==> src/source/spi_pkg.sv <==
package spi_pkg;

  // ********************
  // command frame format
  // ********************

  localparam int ADDR_WIDTH = 3;
  localparam int DATA_WIDTH = 8;
  localparam int CMD_WIDTH  = 12;
  localparam int READ_WIDTH = 8;

  // bit 11 selects write (1) or read (0), then the register address and write data.
  typedef struct packed {
    logic                  is_write;
    logic [ADDR_WIDTH-1:0] addr;
    logic [DATA_WIDTH-1:0] wdata;
  } spi_cmd_t;

  typedef logic [READ_WIDTH-1:0] read_data_t;

  // ********************
  // register map
  // ********************

  localparam logic [3:0] REG_CMD    = 4'h0;
  localparam logic [3:0] REG_RDATA  = 4'h4;
  localparam logic [3:0] REG_STATUS = 4'h8;

  localparam logic [1:0] RESP_OKAY   = 2'b00;
  localparam logic [1:0] RESP_SLVERR = 2'b10;

endpackage
==> src/source/spi_cmd_if.sv <==
`timescale 1ns/1ps

interface spi_cmd_if
  import spi_pkg::*;
();

  logic                  valid;
  logic                  ready;
  logic                  is_write;
  logic [ADDR_WIDTH-1:0] addr;
  logic [DATA_WIDTH-1:0] wdata;

  // the source holds the fields stable while valid is high and ready is low.
  modport src (
    output valid, is_write, addr, wdata,
    input  ready
  );

  modport dst (
    input  valid, is_write, addr, wdata,
    output ready
  );

endinterface

==> src/source/spi_axil_top.sv <==
`timescale 1ns/1ps

module spi_axil_top
  import spi_pkg::*;
#(
  parameter int CLK_DIV    = 4,
  parameter int FIFO_DEPTH = 4
) (
  input  logic        clk,
  input  logic        rst_n,
  input  logic [3:0]  s_awaddr,
  input  logic        s_awvalid,
  output logic        s_awready,
  input  logic [31:0] s_wdata,
  input  logic        s_wvalid,
  output logic        s_wready,
  output logic [1:0]  s_bresp,
  output logic        s_bvalid,
  input  logic        s_bready,
  input  logic [3:0]  s_araddr,
  input  logic        s_arvalid,
  output logic        s_arready,
  output logic [31:0] s_rdata,
  output logic [1:0]  s_rresp,
  output logic        s_rvalid,
  input  logic        s_rready,
  output logic        sclk,
  output logic        cs,
  output logic        mosi,
  input  logic        miso
);

  spi_cmd_if  cmd_if ();

  logic       cmd_push;
  spi_cmd_t   cmd_data;
  spi_cmd_t   cmd_head;
  logic       cmd_full;
  logic       cmd_empty;
  logic       rsp_push;
  read_data_t rsp_wdata;
  read_data_t rsp_head;
  logic       rsp_pop;
  logic       rsp_full;
  logic       rsp_empty;
  logic       busy;

  // the command FIFO head drives the source side of the engine link.
  assign cmd_if.valid    = !cmd_empty;
  assign cmd_if.is_write = cmd_head.is_write;
  assign cmd_if.addr     = cmd_head.addr;
  assign cmd_if.wdata    = cmd_head.wdata;

  axil_cmd_port axil_cmd_port_inst (.*, .rsp_data(rsp_head));

  payload_fifo #(.T(spi_cmd_t), .DEPTH(FIFO_DEPTH)) cmd_fifo (
    .clk       (clk),
    .rst_n     (rst_n),
    .push      (cmd_push),
    .push_data (cmd_data),
    .pop       (cmd_if.valid && cmd_if.ready),
    .pop_data  (cmd_head),
    .full      (cmd_full),
    .empty     (cmd_empty)
  );

  payload_fifo #(.T(read_data_t), .DEPTH(FIFO_DEPTH)) rsp_fifo (
    .clk       (clk),
    .rst_n     (rst_n),
    .push      (rsp_push),
    .push_data (rsp_wdata),
    .pop       (rsp_pop),
    .pop_data  (rsp_head),
    .full      (rsp_full),
    .empty     (rsp_empty)
  );

  spi_frame_engine #(.CLK_DIV(CLK_DIV)) spi_frame_engine_inst (
    .clk      (clk),
    .rst_n    (rst_n),
    .cmd      (cmd_if.dst),
    .rsp_full (rsp_full),
    .rsp_push (rsp_push),
    .rsp_data (rsp_wdata),
    .busy     (busy),
    .sclk     (sclk),
    .cs       (cs),
    .mosi     (mosi),
    .miso     (miso)
  );

endmodule

==> src/source/spi_frame_engine.sv <==
`timescale 1ns/1ps

module spi_frame_engine
  import spi_pkg::*;
#(
  parameter int CLK_DIV = 4
) (
  input  logic       clk,
  input  logic       rst_n,
  spi_cmd_if.dst     cmd,
  input  logic       rsp_full,
  output logic       rsp_push,
  output read_data_t rsp_data,
  output logic       busy,
  output logic       sclk,
  output logic       cs,
  output logic       mosi,
  input  logic       miso
);

  localparam int HW         = $clog2(CLK_DIV);
  localparam int FRAME_BITS = CMD_WIDTH + READ_WIDTH;
  localparam int BW         = $clog2(FRAME_BITS + 1);

  typedef enum logic [2:0] {IDLE, LEAD, SHIFT, CAPTURE, TRAIL} state_t;

  state_t                 state;
  logic [HW-1:0]          hcnt;
  logic [BW-1:0]          bcnt;
  logic [CMD_WIDTH-1:0]   sr;
  read_data_t             rx;
  logic                   is_rd;
  logic                   tick;
  logic                   edge_up;
  logic                   edge_dn;

  assign tick    = (hcnt == HW'(CLK_DIV - 1));
  assign edge_up = (state == SHIFT || state == CAPTURE) && tick && !sclk;
  assign edge_dn = (state == SHIFT || state == CAPTURE) && tick && sclk;

  // a read waits while the response FIFO has no room for its result.
  assign cmd.ready = (state == IDLE) && (cmd.is_write || !rsp_full);

  assign mosi     = sr[CMD_WIDTH-1];
  assign busy     = (state != IDLE);
  assign rsp_data = rx;

  always_ff @(posedge clk or negedge rst_n)
  begin
    if (!rst_n)
    begin
      state    <= IDLE;
      hcnt     <= '0;
      bcnt     <= '0;
      sr       <= '0;
      is_rd    <= 1'b0;
      sclk     <= 1'b0;
      cs       <= 1'b1;
      rsp_push <= 1'b0;
    end
    else
    begin
      rsp_push <= 1'b0;
      if (state == IDLE || tick)
        hcnt <= '0;
      else
        hcnt <= hcnt + 1'b1;
      case (state)
        IDLE:
        begin
          if (cmd.valid && cmd.ready)
          begin
            state <= LEAD;
            cs    <= 1'b0;
            sr    <= {cmd.is_write, cmd.addr, cmd.wdata};
            is_rd <= !cmd.is_write;
            bcnt  <= '0;
          end
        end
        LEAD:
        begin
          if (tick)
          begin
            sclk  <= 1'b1;
            state <= SHIFT;
          end
        end
        SHIFT, CAPTURE:
        begin
          if (edge_up)
            sclk <= 1'b1;
          if (edge_dn)
          begin
            // mosi moves on to the next bit at the falling edge.
            sclk <= 1'b0;
            sr   <= sr << 1;
            bcnt <= bcnt + 1'b1;
            if (state == SHIFT && bcnt == BW'(CMD_WIDTH - 1))
              state <= is_rd ? CAPTURE : TRAIL;
            else if (bcnt == BW'(FRAME_BITS - 1))
              state <= TRAIL;
          end
        end
        TRAIL:
        begin
          if (cs)
            state <= IDLE;
          else if (tick)
          begin
            cs       <= 1'b1;
            rsp_push <= is_rd;
          end
        end
        default:
          state <= IDLE;
      endcase
    end
  end

  always_ff @(posedge clk)
  begin
    if (edge_up && state == CAPTURE)
      rx <= {rx[READ_WIDTH-2:0], miso};
  end

  // ********************
  // frame checks
  // ********************

  a_cs_frame: assert property (@(posedge clk) disable iff (!rst_n)
    $fell(cs) |-> !cs throughout
      (bcnt == (is_rd ? BW'(FRAME_BITS) : BW'(CMD_WIDTH)))[->1])
    else $error("cs left low state before the frame ended");

  a_sclk_cs: assert property (@(posedge clk) disable iff (!rst_n)
    !$stable(sclk) |-> !cs)
    else $error("sclk toggled while cs was high");

endmodule

==> src/source/axil_cmd_port.sv <==
`timescale 1ns/1ps

module axil_cmd_port
  import spi_pkg::*;
(
  input  logic        clk,
  input  logic        rst_n,
  input  logic [3:0]  s_awaddr,
  input  logic        s_awvalid,
  output logic        s_awready,
  input  logic [31:0] s_wdata,
  input  logic        s_wvalid,
  output logic        s_wready,
  output logic [1:0]  s_bresp,
  output logic        s_bvalid,
  input  logic        s_bready,
  input  logic [3:0]  s_araddr,
  input  logic        s_arvalid,
  output logic        s_arready,
  output logic [31:0] s_rdata,
  output logic [1:0]  s_rresp,
  output logic        s_rvalid,
  input  logic        s_rready,
  input  logic        cmd_full,
  output logic        cmd_push,
  output spi_cmd_t    cmd_data,
  input  read_data_t  rsp_data,
  input  logic        rsp_empty,
  output logic        rsp_pop,
  input  logic        busy
);

  logic        aw_is_cmd;
  logic        wr_go;
  logic        rd_go;
  logic [31:0] rd_word;
  logic [1:0]  rd_resp;

  // ********************
  // write channel
  // ********************

  // address and data are taken together, and a command write waits for FIFO space.
  assign aw_is_cmd = (s_awaddr == REG_CMD);
  assign wr_go     = s_awvalid && s_wvalid && !s_bvalid && (!aw_is_cmd || !cmd_full);
  assign s_awready = wr_go;
  assign s_wready  = wr_go;
  assign cmd_push  = wr_go && aw_is_cmd;
  assign cmd_data  = spi_cmd_t'(s_wdata[CMD_WIDTH-1:0]);

  // ********************
  // read channel
  // ********************

  assign s_arready = !s_rvalid;
  assign rd_go     = s_arvalid && s_arready;
  assign rsp_pop   = rd_go && (s_araddr == REG_RDATA) && !rsp_empty;

  always_comb
  begin
    rd_word = '0;
    rd_resp = RESP_OKAY;
    case (s_araddr)
      REG_RDATA:
      begin
        if (!rsp_empty)
          rd_word = {23'd0, 1'b1, rsp_data};
      end
      REG_STATUS:
        rd_word = {29'd0, busy, rsp_empty, cmd_full};
      default:
        rd_resp = RESP_SLVERR;
    endcase
  end

  always_ff @(posedge clk or negedge rst_n)
  begin
    if (!rst_n)
    begin
      s_bvalid <= 1'b0;
      s_rvalid <= 1'b0;
    end
    else
    begin
      if (wr_go)
        s_bvalid <= 1'b1;
      else if (s_bready)
        s_bvalid <= 1'b0;
      if (rd_go)
        s_rvalid <= 1'b1;
      else if (s_rready)
        s_rvalid <= 1'b0;
    end
  end

  always_ff @(posedge clk)
  begin
    if (wr_go)
      s_bresp <= aw_is_cmd ? RESP_OKAY : RESP_SLVERR;
    if (rd_go)
    begin
      s_rdata <= rd_word;
      s_rresp <= rd_resp;
    end
  end

endmodule

==> src/source/payload_fifo.sv <==
`timescale 1ns/1ps

module payload_fifo #(
  parameter type T     = logic [7:0],
  parameter int  DEPTH = 4
) (
  input  logic clk,
  input  logic rst_n,
  input  logic push,
  input  T     push_data,
  input  logic pop,
  output T     pop_data,
  output logic full,
  output logic empty
);

  localparam int AW = $clog2(DEPTH);

  T           mem [DEPTH];
  logic [AW:0] wr_ptr;
  logic [AW:0] rd_ptr;

  // the extra top bit tells a full buffer from an empty one.
  assign empty = (wr_ptr == rd_ptr);
  assign full  = (wr_ptr[AW] != rd_ptr[AW]) && (wr_ptr[AW-1:0] == rd_ptr[AW-1:0]);

  // head entry is visible without a read delay.
  assign pop_data = mem[rd_ptr[AW-1:0]];

  always_ff @(posedge clk or negedge rst_n)
  begin
    if (!rst_n)
    begin
      wr_ptr <= '0;
      rd_ptr <= '0;
    end
    else
    begin
      if (push)
        wr_ptr <= wr_ptr + 1'b1;
      if (pop)
        rd_ptr <= rd_ptr + 1'b1;
    end
  end

  always_ff @(posedge clk)
  begin
    if (push)
      mem[wr_ptr[AW-1:0]] <= push_data;
  end

  // ********************
  // usage checks
  // ********************

  a_push_full: assert property (@(posedge clk) disable iff (!rst_n) !(push && full))
    else $error("push into a full FIFO");

  a_pop_empty: assert property (@(posedge clk) disable iff (!rst_n) !(pop && empty))
    else $error("pop from an empty FIFO");

endmodule

==> config.mk <==
export PLATFORM = sky130hd
export DESIGN_NAME = spi_axil_top
export DESIGN_NICKNAME = d
export VERILOG_FILES = /design/src/source/spi_pkg.sv /design/src/source/spi_cmd_if.sv /design/src/source/spi_axil_top.sv /design/src/source/spi_frame_engine.sv /design/src/source/axil_cmd_port.sv /design/src/source/payload_fifo.sv
export SDC_FILE = /design/constraint.sdc
export NUM_CORES = 1
export LEC_CHECK = 0
export BUFFER_PORTS_ARGS = -buffer_cell sky130_fd_sc_hd__buf_2
export CORE_UTILIZATION = 40
export CTS_BUF_LIST = sky130_fd_sc_hd__clkbuf_16
export DETAILED_ROUTE_END_ITERATION = 16
export PLACE_DENSITY_LB_ADDON = 0.2
export SLEW_MARGIN = 10
export SYNTH_ARGS = -nofsm -noshare
export SYNTH_HDL_FRONTEND = slang
export SYNTH_SLANG_ARGS = --single-unit
==> constraint.sdc <==
create_clock -name clk -period 2.5 [get_ports clk]
set_input_delay 0.5 -clock clk [delete_from_list [all_inputs] [get_ports clk]]
set_output_delay 0.5 -clock clk [all_outputs]
set_load 0.005 [all_outputs]
==> out/metrics.yaml <==
post-route-cell-area_um2: 6980
dieWidth_um: 123
netlist.area_leader.share: 0.506
drc: 0
path_max_fanout: 26
grt_max_degree: 41
drv_slew: 0
worst-endpoint-arrival_ns: 2.55
clock_latency_ns: 0.42
fillers: 1199
ys.flop_type: "edfxtp_1"
netSwitchingFraction: 0.283
synth_seq_area_share: 0.677
p_seq_frac: 0.397
synthXorXnorAreaFrac: 0.0224
tightest_slew_ns: 0.521
die_h_um: 123
finalSetupTns_ns: 0
cap_violations: 0
final_hold_viol_count: 0
drtIter0Drc: 175
gp_congestion: 0.718
clock_path_buffers: 2
clockPowerShare: 0.369
critical_path.endpoint_type: "flip-flop"
num_vias: 3167
root_buffer: "clkbuf_16"
finalClockSkew_ns: 0.00659
max-vdd-ir-drop_uv: 753
drt-pass1-iter-count: 4
grt_pass1_wl_um: 16000
synth_compound_area_frac: 0.0484
finalCritPeriodShare: 0.899
fmax_ghz: 0.445
synth.most_common_cell: "edfxtp_1"
drtAntennaViolNets: 0
path_class: "flip-flop to flip-flop"
async_flop_share: 0.288
cts_buffers: 17
hold_path.class: "input pin to asynchronous set/reset pin"
synth_cells: 383
drt_wl_total_um: 9770
multiInputGateArea_um2: 1660
start_util: 0.417
core_region_area_um2: 14100
p_leak_nw: 2.75
synthSimpleGateAreaFrac: 0.0872
ys_ff_latch: 139
rsz0062_at_grt: "false"
p_switching_mw: 2.08
syn_area_um2: 5870
dp_hpwl_um: 6550
synth_area_leaders: "edfxtp_1 51%, dfrtp_1 17%, mux4_2 7.7%"
dieArea_um2: 15200
syn_avg_cell_area_um2: 15.3
synth.top_cells.by_count: "99 x edfxtp_1, 39 x dfrtp_1, 39 x nand2_1"
n_antenna_cell: 0
yosys.area_share.adder: 0.0256
synth_top_family_by_area: "simple AND/OR/NAND/NOR gates"
fin_crit_ns: 2.25
crit_path_start_kind: "flip-flop"
ys_types: 49
synth_area_leader_cell: "edfxtp_1"
post-place-cells: 614
intPower_mw: 5.28
synth_edf_count: 99
final_cells: 646
placed_cell_area_um2: 6330
r2r_slack_ns: 0.25
grt_pass1_vias: 3031
antenna_found_initial: 0
grt-ovfl-total: 0
via_per_inst: 4.90
rows: 43
grt_use_total: 0.147
cts_tree: "done"
htreeDepth: 4
syn_to_final_growth_pct: 18.9
clk_pin_slew_ns: 0.06
cts.sinks: 139
slew_headroom: 0.652
r2r_start: "cmd_fifo.rd_ptr[0]"
synth.area.mux_share: 0.0831
io_pins: 92
nNetsFinal: 513
p_per_area_nw_per_um2: 1050
cp_data_required_time_ns: 2.80
setup_viol: 0
status: "finished clean"
ys_warn_count: 0
routedWlPerCell_um: 15.1
crit_start: "cmd_fifo.rd_ptr[0]"
pwr-share-comb: 0.234
portBuffers: 46
drive_gt1_frac: 0.270
seqCellArea_um2: 3980
through the flow:
step / hold slack [ns] / setup WS (ns) / power, mW / util
after floorplan: 0.204 / 0.121 / 4.36 / -
after global placement: 0.424 / 0.156 / 4.69 / 0.449
after detailed placement: 0.430 / 0.146 / 4.74 / 0.449
after CTS: 0.160 / 0.114 / 7.46 / 0.495
after global routing: 0.189 / 0.158 / 7.79 / 0.495
final: 0.141 / 0.251 / 7.36 / 0.495
power groups by stage:
stage          Sequential [mW]  Clock, mW  Combinational, mW
6_report                  2.92       2.71               1.72
3_3_place_gp              2.96          0               1.73
2_1_floorplan             2.93          0               1.43
4_1_cts                   2.92       2.77               1.77
5_1_grt                   2.96       2.87               1.96
3_5_place_dp              2.97          0               1.77
worst paths after layout:
path / to / cells past startpoint
hold reg to reg: spi_frame_engine_inst.hcnt[0] / 1
max in group asynchronous: axil_cmd_port_inst.s_bvalid / 2
setup reg to reg: spi_frame_engine_inst.bcnt[2] / 4
hold / removal: axil_cmd_port_inst.s_rvalid / 2
setup / recovery: spi_frame_engine_inst.bcnt[2] / 4
min in group clk: axil_cmd_port_inst.s_rvalid / 2
metal layers:
metal,share of wire,GRT usage
met3,0.041,0.0415
met2,0.49,0.232
met4,0.020,0.0700
met5,0,0
met1,0.45,0.187
flip-flops by register name, summed over array words and instances, names as in the netlist, 5 cells and up:
name and flops:
axil_cmd_port_inst.s_rdata 9, rsp_fifo.mem 32, spi_frame_engine_inst.bcnt 5, spi_frame_engine_inst.rsp_data 8
spi_frame_engine_inst.sr 12, cmd_fifo.mem 48
cell families after synthesis:
| group | Yosys count |
|---|---|
| xor gates and xnor gates | 15 |
| buffers and inverters | 49 |
| adders and majority gates | 12 |
| and+or+nand+nor | 104 |
| DFF | 139 |
| AOI/OAI and AO/OA | 40 |
| muxes | 23 |
| other | 1 |
worst max-delay path, stage by stage, from the launching register on:
cell and delay (ns):
dfrtp_1 0.44, mux4_2 0.60, or4_4 0.46, a21o_2 0.38, a22o_1 0.25
cell type report:
type | instances | share of cell area
well taps | 180 | 0.0323
clock inverters | 15 | 0.0317
inverters | 9 | 0.00484
clock buffers | 17 | 0.0610
flip-flops and latches | 139 | 0.570
multi-input cells | 219 | 0.238
repair buffers | 67 | 0.0627
cells in the final DEF (no fill, tap or decap), drive strengths merged, types with 3 or more instances in the layout:
cell type and instances:
a21oi 4, a31oi 12, and2 9, and2b 3
buf 67, bufinv 5, clkbuf 17, clkinv 3
conb 25, dfrtp 39, edfxtp 99, ha 12
inv 14, mux2 3, mux4 20, nand2 39
nand2b 3, nand3 8, nor2 21, nor2b 7
nor3 3, o21ai 5, or4 4, xnor2 4
xor2 11
timing repair:
action                     4_1_cts  5_1_grt
hold buffers                     0        0
setup endpoints to repair        0        1
buffers inserted                 0        0
gates resized for setup          0        1
Note: power is estimated with default switching activity, not from simulation.
